===== config.mk =====
export PLATFORM = sky130hd
export DESIGN_NAME = calc_top
export DESIGN_NICKNAME = d
export VERILOG_FILES = /design/src/calc_pkg.sv /design/src/keypad_scanner.sv /design/src/calc_sequencer.sv /design/src/arith_unit.sv /design/src/bin_to_bcd.sv /design/src/seven_seg_mux.sv /design/src/calc_top.sv
export VERILOG_INCLUDE_DIRS = /design/src
export SDC_FILE = /design/constraint.sdc
export NUM_CORES = 1
export LEC_CHECK = 0
export BUFFER_PORTS_ARGS = -buffer_cell sky130_fd_sc_hd__buf_2
export CORE_ASPECT_RATIO = 2
export CORE_MARGIN = 4
export CORE_UTILIZATION = 45
export CTS_CLUSTER_SIZE = 10
export DETAILED_ROUTE_END_ITERATION = 8
export PLACE_DENSITY_LB_ADDON = 0.3
export SLEW_MARGIN = 20
export SYNTH_ARGS = -nofsm -noshare
export SYNTH_HDL_FRONTEND = slang
export SYNTH_HIERARCHICAL = 1
export SYNTH_SLANG_ARGS = --single-unit
export TNS_END_PERCENT = 50

===== constraint.sdc =====
create_clock -name clk -period 3.9 [get_ports clk]
set_clock_uncertainty 0.1 [all_clocks]
set_input_delay 0.975 -clock clk [delete_from_list [all_inputs] [get_ports clk]]
set_output_delay 0.975 -clock clk [all_outputs]
set_load 0.01 [all_outputs]

===== src/calc_defines.svh =====
// Keypad calculator shared constants
// Widths, scan and refresh dividers, and operator key codes
`ifndef CALC_DEFINES_SVH
`define CALC_DEFINES_SVH

`define KEY_W        4       // Key code width
`define ROW_N        4       // Keypad rows, also columns
`define VALUE_W      14      // Holds 99 * 99 = 9801
`define OPND_W       7       // Holds 99
`define BCD_DIGITS   4

// Clock dividers, kept small for simulation
`define SCAN_DIV     8       // Cycles per row step
`define REFRESH_DIV  4       // Cycles per display digit step

// Operator keys, digit keys carry their own value
`define KEY_ADD      4'hA
`define KEY_MUL      4'hB
`define KEY_EQUAL    4'hC
`define KEY_CLEAR    4'hD

`endif


===== src/calc_pkg.sv =====
// Keypad calculator types
// Key codes, binary values, operands, BCD words and the
// double-dabble shift word with its two views
`include "calc_defines.svh"

package calc_pkg;

    typedef logic [`KEY_W-1:0]   key_t;
    typedef logic [`VALUE_W-1:0] value_t;
    typedef logic [`OPND_W-1:0]  opnd_t;

    // Digit 0 is the least significant
    typedef logic [`BCD_DIGITS-1:0][3:0] bcd_word_t;

    // Shift word, seen whole or as BCD digits above the binary remainder
    typedef union packed {
        logic [`BCD_DIGITS*4+`VALUE_W-1:0] raw;
        struct packed {
            bcd_word_t bcd;
            value_t    bin;
        } split;
    } bcd_shift_u;

endpackage


===== src/keypad_scanner.sv =====
// Keypad scanner
// Walks a one-hot row across the 4x4 matrix and samples the columns
// through a two-flop synchronizer. One key strobe per press, issued at
// the end of the first scan round that sees a closed key after an
// empty round.
`timescale 1ns/1ps
`include "calc_defines.svh"

module keypad_scanner (
    input  logic                clk,
    input  logic                rst,
    input  logic [3:0]          col,
    output logic [3:0]          row,
    output calc_pkg::key_t      key,
    output logic                key_strobe
);
    import calc_pkg::*;

    logic [$clog2(`SCAN_DIV)-1:0] div_cnt;
    logic [3:0] col_meta;
    logic [3:0] col_sync;
    logic [1:0] row_idx;
    logic [1:0] col_idx;
    logic       row_end;
    logic       round_end;
    logic       col_hit;
    logic       seen;       // Closed key found earlier in this round
    logic       prev_seen;  // Previous round had a closed key
    key_t       first_key;

    // Key map, row by row
    function automatic key_t key_map(input logic [1:0] r, input logic [1:0] c);
        case ({r, c})
            4'h0: key_map = 4'h1;
            4'h1: key_map = 4'h2;
            4'h2: key_map = 4'h3;
            4'h3: key_map = `KEY_ADD;
            4'h4: key_map = 4'h4;
            4'h5: key_map = 4'h5;
            4'h6: key_map = 4'h6;
            4'h7: key_map = `KEY_MUL;
            4'h8: key_map = 4'h7;
            4'h9: key_map = 4'h8;
            4'hA: key_map = 4'h9;
            4'hB: key_map = `KEY_EQUAL;
            4'hC: key_map = 4'hE;
            4'hD: key_map = 4'h0;
            4'hE: key_map = 4'hF;
            default: key_map = `KEY_CLEAR;
        endcase
    endfunction

    assign row_end   = (div_cnt == `SCAN_DIV - 1);
    assign round_end = row_end && row[`ROW_N-1];
    assign col_hit   = |col_sync;

    // Lowest set bit wins, so column 0 has priority
    always_comb begin
        row_idx = '0;
        col_idx = '0;
        for (int i = `ROW_N - 1; i >= 0; i--) begin
            if (row[i])      row_idx = 2'(i);
            if (col_sync[i]) col_idx = 2'(i);
        end
    end

    always_ff @(posedge clk or posedge rst) begin
        if (rst) begin
            div_cnt    <= '0;
            row        <= 4'b0001;
            col_meta   <= '0;
            col_sync   <= '0;
            seen       <= 1'b0;
            prev_seen  <= 1'b0;
            key_strobe <= 1'b0;
        end else begin
            col_meta   <= col;
            col_sync   <= col_meta;
            key_strobe <= 1'b0;
            div_cnt    <= div_cnt + 1'b1;
            if (row_end) begin
                div_cnt <= '0;
                row     <= {row[`ROW_N-2:0], row[`ROW_N-1]};  // Ring step
                if (round_end) begin
                    key_strobe <= (seen || col_hit) && !prev_seen;
                    prev_seen  <= seen || col_hit;
                    seen       <= 1'b0;
                end else if (col_hit) begin
                    seen <= 1'b1;
                end
            end
        end
    end

    // Key code capture, first hit of the round
    always_ff @(posedge clk) begin
        if (row_end && col_hit && !seen)
            first_key <= key_map(row_idx, col_idx);
        if (round_end)
            key <= seen ? first_key : key_map(row_idx, col_idx);
    end

endmodule


===== src/calc_sequencer.sv =====
// Calculator entry sequencer
// Collects two-digit operands tens first, holds the operator, launches
// the arithmetic on C and sends every value to show to the BCD converter.
// D clears from any state.
`timescale 1ns/1ps
`include "calc_defines.svh"

module calc_sequencer (
    input  logic                clk,
    input  logic                rst,
    input  calc_pkg::key_t      key,
    input  logic                key_strobe,
    output calc_pkg::opnd_t     opnd_a,
    output calc_pkg::opnd_t     opnd_b,
    output logic                is_mul,
    output logic                calc_start,
    input  calc_pkg::value_t    calc_result,
    input  logic                calc_done,
    output calc_pkg::value_t    show_value,
    output logic                show_strobe
);
    import calc_pkg::*;

    localparam logic [2:0] tens_a  = 3'd0;
    localparam logic [2:0] units_a = 3'd1;
    localparam logic [2:0] oper    = 3'd2;
    localparam logic [2:0] tens_b  = 3'd3;
    localparam logic [2:0] units_b = 3'd4;
    localparam logic [2:0] ready   = 3'd5;
    localparam logic [2:0] busy    = 3'd6;
    localparam logic [2:0] shown   = 3'd7;

    logic [2:0] state;
    key_t       tens;
    opnd_t      opnd_new;
    value_t     echo_value;
    logic       echo_strobe;
    logic       is_digit;
    logic       is_clear;
    logic       take_tens;
    logic       take_units;
    logic       take_oper;
    logic       take_equal;

    // Key decode against the current state
    assign is_digit   = key_strobe && (key <= key_t'(9));
    assign is_clear   = key_strobe && (key == `KEY_CLEAR);
    assign take_tens  = is_digit && (state == tens_a || state == tens_b || state == shown);
    assign take_units = is_digit && (state == units_a || state == units_b);
    assign take_oper  = key_strobe && state == oper && (key == `KEY_ADD || key == `KEY_MUL);
    assign take_equal = key_strobe && state == ready && key == `KEY_EQUAL;
    assign opnd_new   = opnd_t'(tens) * opnd_t'(10) + opnd_t'(key);  // Tens x 10 + units

    // Result goes straight through so the display follows done closely
    assign show_value  = (state == busy) ? calc_result : echo_value;
    assign show_strobe = echo_strobe || (calc_done && state == busy);

    always_ff @(posedge clk or posedge rst) begin
        if (rst) begin
            state       <= tens_a;
            calc_start  <= 1'b0;
            echo_strobe <= 1'b0;
        end else begin
            calc_start  <= take_equal;
            echo_strobe <= is_clear || take_tens || take_units;
            if (is_clear) begin
                state <= tens_a;
            end else begin
                case (state)
                    tens_a, shown: if (take_tens)  state <= units_a;
                    units_a:       if (take_units) state <= oper;
                    oper:          if (take_oper)  state <= tens_b;
                    tens_b:        if (take_tens)  state <= units_b;
                    units_b:       if (take_units) state <= ready;
                    ready:         if (take_equal) state <= busy;
                    default:       if (calc_done)  state <= shown;  // busy
                endcase
            end
        end
    end

    // Operands, operator and echoed value
    always_ff @(posedge clk) begin
        if (take_tens) tens <= key;
        if (take_units && state == units_a) opnd_a <= opnd_new;
        if (take_units && state == units_b) opnd_b <= opnd_new;
        if (take_oper) is_mul <= (key == `KEY_MUL);
        if (is_clear)
            echo_value <= '0;
        else if (take_tens)
            echo_value <= value_t'(key);
        else if (take_units)
            echo_value <= value_t'(opnd_new);
    end

endmodule


===== src/arith_unit.sv =====
// Arithmetic unit
// Adds in one cycle. Multiplies by adding the first operand as many
// times as the second, so the product takes opnd_b + 1 cycles.
`timescale 1ns/1ps

module arith_unit (
    input  logic                clk,
    input  logic                rst,
    input  calc_pkg::opnd_t     opnd_a,
    input  calc_pkg::opnd_t     opnd_b,
    input  logic                is_mul,
    input  logic                calc_start,
    output calc_pkg::value_t    calc_result,
    output logic                calc_done
);
    import calc_pkg::*;

    value_t acc;
    value_t mcand;
    value_t acc_next;
    opnd_t  count;      // Additions still to do
    logic   busy;

    assign acc_next = acc + mcand;

    always_ff @(posedge clk or posedge rst) begin
        if (rst) begin
            busy      <= 1'b0;
            calc_done <= 1'b0;
            count     <= '0;
        end else begin
            calc_done <= 1'b0;
            if (calc_start) begin  // Restarts a running product too
                busy      <= is_mul && (opnd_b != '0);
                calc_done <= !is_mul || (opnd_b == '0);
                count     <= opnd_b;
            end else if (busy) begin
                count <= count - 1'b1;
                if (count == opnd_t'(1)) begin
                    busy      <= 1'b0;
                    calc_done <= 1'b1;
                end
            end
        end
    end

    always_ff @(posedge clk) begin
        if (calc_start) begin
            mcand       <= value_t'(opnd_a);
            acc         <= '0;
            calc_result <= is_mul ? '0 : value_t'(opnd_a) + value_t'(opnd_b);
        end else if (busy) begin
            acc <= acc_next;
            if (count == opnd_t'(1)) calc_result <= acc_next;  // Last addition
        end
    end

endmodule


===== src/bin_to_bcd.sv =====
// Binary to BCD converter
// Iterative double dabble with one shift per cycle. The held digits change
// VALUE_W + 1 cycles after a show strobe.
`timescale 1ns/1ps
`include "calc_defines.svh"

module bin_to_bcd (
    input  logic                clk,
    input  logic                rst,
    input  calc_pkg::value_t    show_value,
    input  logic                show_strobe,
    output calc_pkg::bcd_word_t digits
);
    import calc_pkg::*;

    bcd_shift_u sh;
    bcd_shift_u adj;
    bcd_shift_u nxt;
    logic [$clog2(`VALUE_W+1)-1:0] step_cnt;
    logic busy;

    // Add 3 to each digit of 5 or more before the shift
    always_comb begin
        adj = sh;
        for (int d = 0; d < `BCD_DIGITS; d++) begin
            if (sh.split.bcd[d] >= 4'd5) adj.split.bcd[d] = sh.split.bcd[d] + 4'd3;
        end
        nxt.raw = adj.raw << 1;
    end

    always_ff @(posedge clk or posedge rst) begin
        if (rst) begin
            busy     <= 1'b0;
            step_cnt <= '0;
            digits   <= '0;
        end else if (show_strobe) begin
            busy     <= 1'b1;
            step_cnt <= '0;
        end else if (busy) begin
            step_cnt <= step_cnt + 1'b1;
            if (step_cnt == `VALUE_W - 1) begin  // Last bit shifted in
                busy   <= 1'b0;
                digits <= nxt.split.bcd;
            end
        end
    end

    always_ff @(posedge clk) begin
        if (show_strobe) begin
            sh.split.bcd <= '0;
            sh.split.bin <= show_value;
        end else if (busy) begin
            sh <= nxt;
        end
    end

endmodule


===== src/seven_seg_mux.sv =====
// Seven-segment display multiplexer
// Steps through the four digits at the refresh rate, pulls one anode
// low and decodes that digit to active-low segments
`timescale 1ns/1ps
`include "calc_defines.svh"

module seven_seg_mux (
    input  logic                clk,
    input  logic                rst,
    input  calc_pkg::bcd_word_t digits,
    output logic [6:0]          seg,
    output logic [3:0]          an
);
    import calc_pkg::*;

    logic [$clog2(`REFRESH_DIV)-1:0] ref_cnt;
    logic [$clog2(`BCD_DIGITS)-1:0]  dig_idx;

    always_ff @(posedge clk or posedge rst) begin
        if (rst) begin
            ref_cnt <= '0;
            dig_idx <= '0;
        end else if (ref_cnt == `REFRESH_DIV - 1) begin
            ref_cnt <= '0;
            dig_idx <= dig_idx + 1'b1;  // Wraps after digit 3
        end else begin
            ref_cnt <= ref_cnt + 1'b1;
        end
    end

    always_comb begin
        an          = '1;
        an[dig_idx] = 1'b0;
    end

    // ******************************************************************
    // Segment table, active low
    // ******************************************************************
    always_comb begin
        case (digits[dig_idx])
            4'h0: seg = 7'b1000000;
            4'h1: seg = 7'b1111001;
            4'h2: seg = 7'b0100100;
            4'h3: seg = 7'b0110000;
            4'h4: seg = 7'b0011001;
            4'h5: seg = 7'b0010010;
            4'h6: seg = 7'b0000010;
            4'h7: seg = 7'b1111000;
            4'h8: seg = 7'b0000000;
            4'h9: seg = 7'b0011000;
            4'hA: seg = 7'b0001000;
            4'hB: seg = 7'b0000011;
            4'hC: seg = 7'b1000110;
            4'hD: seg = 7'b0100001;
            4'hE: seg = 7'b0000110;
            default: seg = 7'b0001110;  // F
        endcase
    end

endmodule


===== src/calc_top.sv =====
// Keypad calculator top level
// Keypad scan, entry sequencing, add or multiply, BCD conversion and
// the multiplexed seven-segment display
`timescale 1ns/1ps

module calc_top (
    input  logic       clk,
    input  logic       rst,
    input  logic [3:0] col,
    output logic [3:0] row,
    output logic [6:0] seg,
    output logic [3:0] an
);
    import calc_pkg::*;

    key_t      key;
    logic      key_strobe;
    opnd_t     opnd_a;
    opnd_t     opnd_b;
    logic      is_mul;
    logic      calc_start;
    value_t    calc_result;
    logic      calc_done;
    value_t    show_value;
    logic      show_strobe;
    bcd_word_t digits;

    // ******************************************************************
    // Input side
    // ******************************************************************
    keypad_scanner u_scanner (
        .clk        (clk),
        .rst        (rst),
        .col        (col),
        .row        (row),
        .key        (key),
        .key_strobe (key_strobe)
    );

    calc_sequencer u_sequencer (
        .clk         (clk),
        .rst         (rst),
        .key         (key),
        .key_strobe  (key_strobe),
        .opnd_a      (opnd_a),
        .opnd_b      (opnd_b),
        .is_mul      (is_mul),
        .calc_start  (calc_start),
        .calc_result (calc_result),
        .calc_done   (calc_done),
        .show_value  (show_value),
        .show_strobe (show_strobe)
    );

    arith_unit u_arith (
        .clk         (clk),
        .rst         (rst),
        .opnd_a      (opnd_a),
        .opnd_b      (opnd_b),
        .is_mul      (is_mul),
        .calc_start  (calc_start),
        .calc_result (calc_result),
        .calc_done   (calc_done)
    );

    // ******************************************************************
    // Display side
    // ******************************************************************
    bin_to_bcd u_bcd (
        .clk         (clk),
        .rst         (rst),
        .show_value  (show_value),
        .show_strobe (show_strobe),
        .digits      (digits)
    );

    seven_seg_mux u_display (
        .clk    (clk),
        .rst    (rst),
        .digits (digits),
        .seg    (seg),
        .an     (an)
    );

endmodule


==> run_results.csv <==
group,metric,value,unit
cells_and_area,drive_above_1_share,17.0,%
worst_hold_path,hp-start,"u_scanner/col_meta[0]",
logic_synthesis,synth_xor_area_share,4.21,%
logic_synthesis,synthMuxAreaShare,5.80,%
logic_synthesis,yosysTopAreaCell,"edfxtp_1",
logic_synthesis,ys_warn_count,6,
sta,fin_setup_tns,0,ps
critical_path,cp.arrival,2640,ps
logic_synthesis,synth-simple-area-share,12.8,%
grt,first_global_vias,5851,
routing,wl_met2,9980,µm
sta,hold_viol,0,
critical_path,r2r-end,"u_bcd/digits[1]",
clock_tree,cts_buffer_depth,2,
routing,drt_iter0_drc,203,
routing,avgRoutedWirePerCell,16.7,µm
flow_run,drv_cap,0,
sta,slew_viol_final,0,
routing,postRouteAntennaNets,0,
placement,port_buffers,20,
critical_path,required,2820,ps
clock_tree,ctsHtreeMaxLevel,4,
critical_path,critPathLaunchType,"flop",
cells_and_area,seqCellArea,0.00403,mm²
logic_synthesis,synthAdderAreaFrac,8.32,%
power,power.leakage,3.59,nW
floorplan,die_w,104,µm
logic_synthesis,netlist_instances,765,
placement,preCtsSetupSlack,461,ps
sta,min_period_over_period,95.2,%
floorplan,io_pins,21,
placement,dp_hpwl,12900,µm
sta,worst_slew_pin_slew,1030,ps
logic_synthesis,yosysUniqueCellTypes,80,
critical_path,critPathMaxFanout,8,
critical_path,critPathKind,"reg2out",
sta,rsz0062_at_grt,"false",
routing,num_vias,5699,
clock_tree,ctsResizeCount,1,
sta,fin_crit,3710,ps
grt,grt_max_degree,37,
outcome,outcome,"finished, final reports clean",
routing,first_pass_iters,6,
cells_and_area,syn_to_final_growth,9.79,%
power,ir_drop,0.360,mV
grt,grt_antenna_before_repair,0,
clock_tree,cts_tree,"done",
floorplan,start_util,45.7,%
floorplan,rows,70,
sta,max_freq,269,MHz
grt,overflow,0,
floorplan,dieArea,0.0209,mm²
cells_and_area,multiInputGateArea,0.00390,mm²
sta,slew_headroom,30.7,%
critical_path,r2r_slack,1090,ps
grt,grt_pass1_wl,27600,µm
logic_synthesis,synth_top_family_by_area,"compound AO/OA/AOI/OAI gates",
grt,track_usage,16.5,%
power,p_per_area,367,mW/mm²
logic_synthesis,syn-cell-area,0.00833,mm²
floorplan,core,0.0182,mm²
logic_synthesis,synth_ff_type,"edfxtp_1",
routing,routed_wl,16800,µm
cells_and_area,nets,838,
routing,top_layer,"met4",
logic_synthesis,async_flop_share,36.5,%
logic_synthesis,yosys-top-cells-area,"edfxtp_1, dfrtp_1, dfxtp_1, ha_1, mux2_2",
clock_tree,hold_buffers,0,
power,fin_total_pwr,3.35,mW
placement,gp_congestion,0.795,
logic_synthesis,netlist.area_leader.share,22.4,%
routing,vias_per_cell,5.65,
critical_path,ff2ff_path_depth,8,
routing,route.met3.wl,373,µm
cells_and_area,fillers,1636,
clock_tree,cts_root_buffer,"clkbuf_16",
logic_synthesis,synth-seq-area-share,48.4,%
clock_tree,postCtsSetupRepairBufs,0,
routing,drc,0,
logic_synthesis,synth_nets,824,
floorplan,die_height,200,µm
sta,setup_ws,187,ps
worst_hold_path,holdPathStages,0,
cells_and_area,utilization,50.2,%
sta,setup_violations,0,
logic_synthesis,yosys_register_bits,156,
clock_tree,clock_latency,430,ps
clock_tree,cts.sinks,156,
clock_tree,clkTransAtPathRegs,60,ps
routing,wl_met1,5850,µm
worst_hold_path,hp-class,"reg2reg",
logic_synthesis,synth.avg_cell_area,10.9,µm²
critical_path,end_kind,"primary output",
clock_tree,cts_made_buffers,17,
critical_path,r2r-start,"u_sequencer/state[0]",
worst_hold_path,hold_end,"u_scanner/col_sync[0]",
cells_and_area,num_antenna_cells,0,
logic_synthesis,synth-compound-area-share,15.6,%
logic_synthesis,synth-edff-count,62,
[worst max-delay path, cell delays in order (launching register included)]
cell     delay (ps)
dfrtp_1         530
mux2_1          360
o21ai_1         330
inv_1           150
ha_1            270
and2b_1         190
a21oi_1         140
o22ai_1         100
buf_2           150
[routing by layer]
layer / GRT usage (%) / vias to the layer above
met5: 0 / -
met4: 8.80 / 0
met3: 3.10 / 35
met2: 33.9 / 102
met1: 14.5 / 2786
li1: - / 2776
[synthesized netlist by cell type (all sizes together), types with 7 or more instances]
| cell | instances |
|---|---|
| nand2b | 16 |
| clkbuf | 10 |
| inv | 55 |
| o21ai | 56 |
| a21oi | 32 |
| xor2 | 14 |
| buf | 22 |
| a211oi | 17 |
| nand3 | 12 |
| o22ai | 11 |
| ha | 49 |
| edfxtp | 62 |
| nand2 | 63 |
| a31oi | 7 |
| nor2 | 53 |
| dfrtp | 56 |
| nor2b | 9 |
| and3 | 7 |
| a21o | 7 |
| mux2 | 25 |
| nor3 | 11 |
| dfxtp | 37 |
| mux2i | 13 |
| a2111oi | 7 |
| and2 | 13 |
| xnor2 | 26 |
[metrics by stage]
stage                     instance area (µm²)  instances  hold WS, ps
final                                    9150       1008          250
after global routing                     9150       1008          262
after CTS                                9150       1008          252
after detailed placement                 8560        976          237
after global placement                   8560        976          238
after floorplan                          8330        765          231
[worst max-delay path by stage]
stage / from / end / slack [ps] / cells past startpoint
floorplan: u_display/dig_idx[1] / seg[3] / 750 / 7
global placement: u_display/dig_idx[1] / seg[3] / 610 / 7
detailed placement: u_display/dig_idx[1] / seg[6] / 460 / 8
CTS: u_display/dig_idx[0] / seg[3] / 160 / 7
global route: u_display/dig_idx[0] / seg[3] / 70 / 7
finish: u_display/dig_idx[1] / seg[6] / 190 / 8
[area by class of cell]
type,count,area share [%]
multi-input cells,522,42.6
well taps,216,2.96
clock inverters,11,1.14
flip-flops and latches,156,44.1
repair buffers,27,1.67
clock buffers,21,5.28
inverters,55,2.26
[state kept, by name, indices dropped and copies added (netlist names), 7 cells and up]
name                    cells
u_bcd/sh                   30
u_bcd/digits               16
u_arith/acc                14
u_arith/calc_result        14
u_arith/count               7
u_arith/mcand               7
u_sequencer/echo_value      7
u_sequencer/opnd_a          7
u_sequencer/opnd_b          7
[cells in the final DEF, fill, tap and decap left out, types with 7 or more instances in the layout]
master | netlist | routed
nand3_1 | 12 | 12
xor2_1 | 14 | 14
a2111oi_2 | 7 | 7
xnor2_1 | 26 | 26
o21ai_2 | 16 | 16
inv_1 | 54 | 54
ha_1 | 49 | 49
o21ai_0 | 34 | 33
o22ai_1 | 11 | 11
a211oi_1 | 16 | 16
buf_2 | 10 | 20
edfxtp_1 | 62 | 62
o21ai_1 | 6 | 7
nor3_1 | 11 | 11
a31oi_1 | 7 | 7
dfxtp_1 | 37 | 37
and2_1 | 9 | 9
buf_4 | 2 | 7
nor2_1 | 50 | 50
mux2i_1 | 13 | 13
dfrtp_1 | 56 | 56
a21o_1 | 7 | 7
clkbuf_16 | 0 | 19
mux2_2 | 23 | 23
nor2b_1 | 7 | 7
nand2_1 | 63 | 63
a21oi_1 | 27 | 27
nand2b_1 | 15 | 15
[where the power goes]
group | internal (mW) | switching, mW
Sequential | 1.70 | 0.00236
Clock | 0.959 | 0.669
Combinational | 0.00624 | 0.0212
Total | 2.66 | 0.693
[cells by family (layout without fill, tap and decap cells)]
logic type                 Yosys count  after routing
AOI/OAI and AO/OA                  178            178
xor gates and xnor gates            40             40
adders and majority gates           53             53
buffers and inverters               87            114
DFF                                156            156
muxes                               41             41
and+or+nand+nor                    210            210
Power figures use the tool's default switching activity.
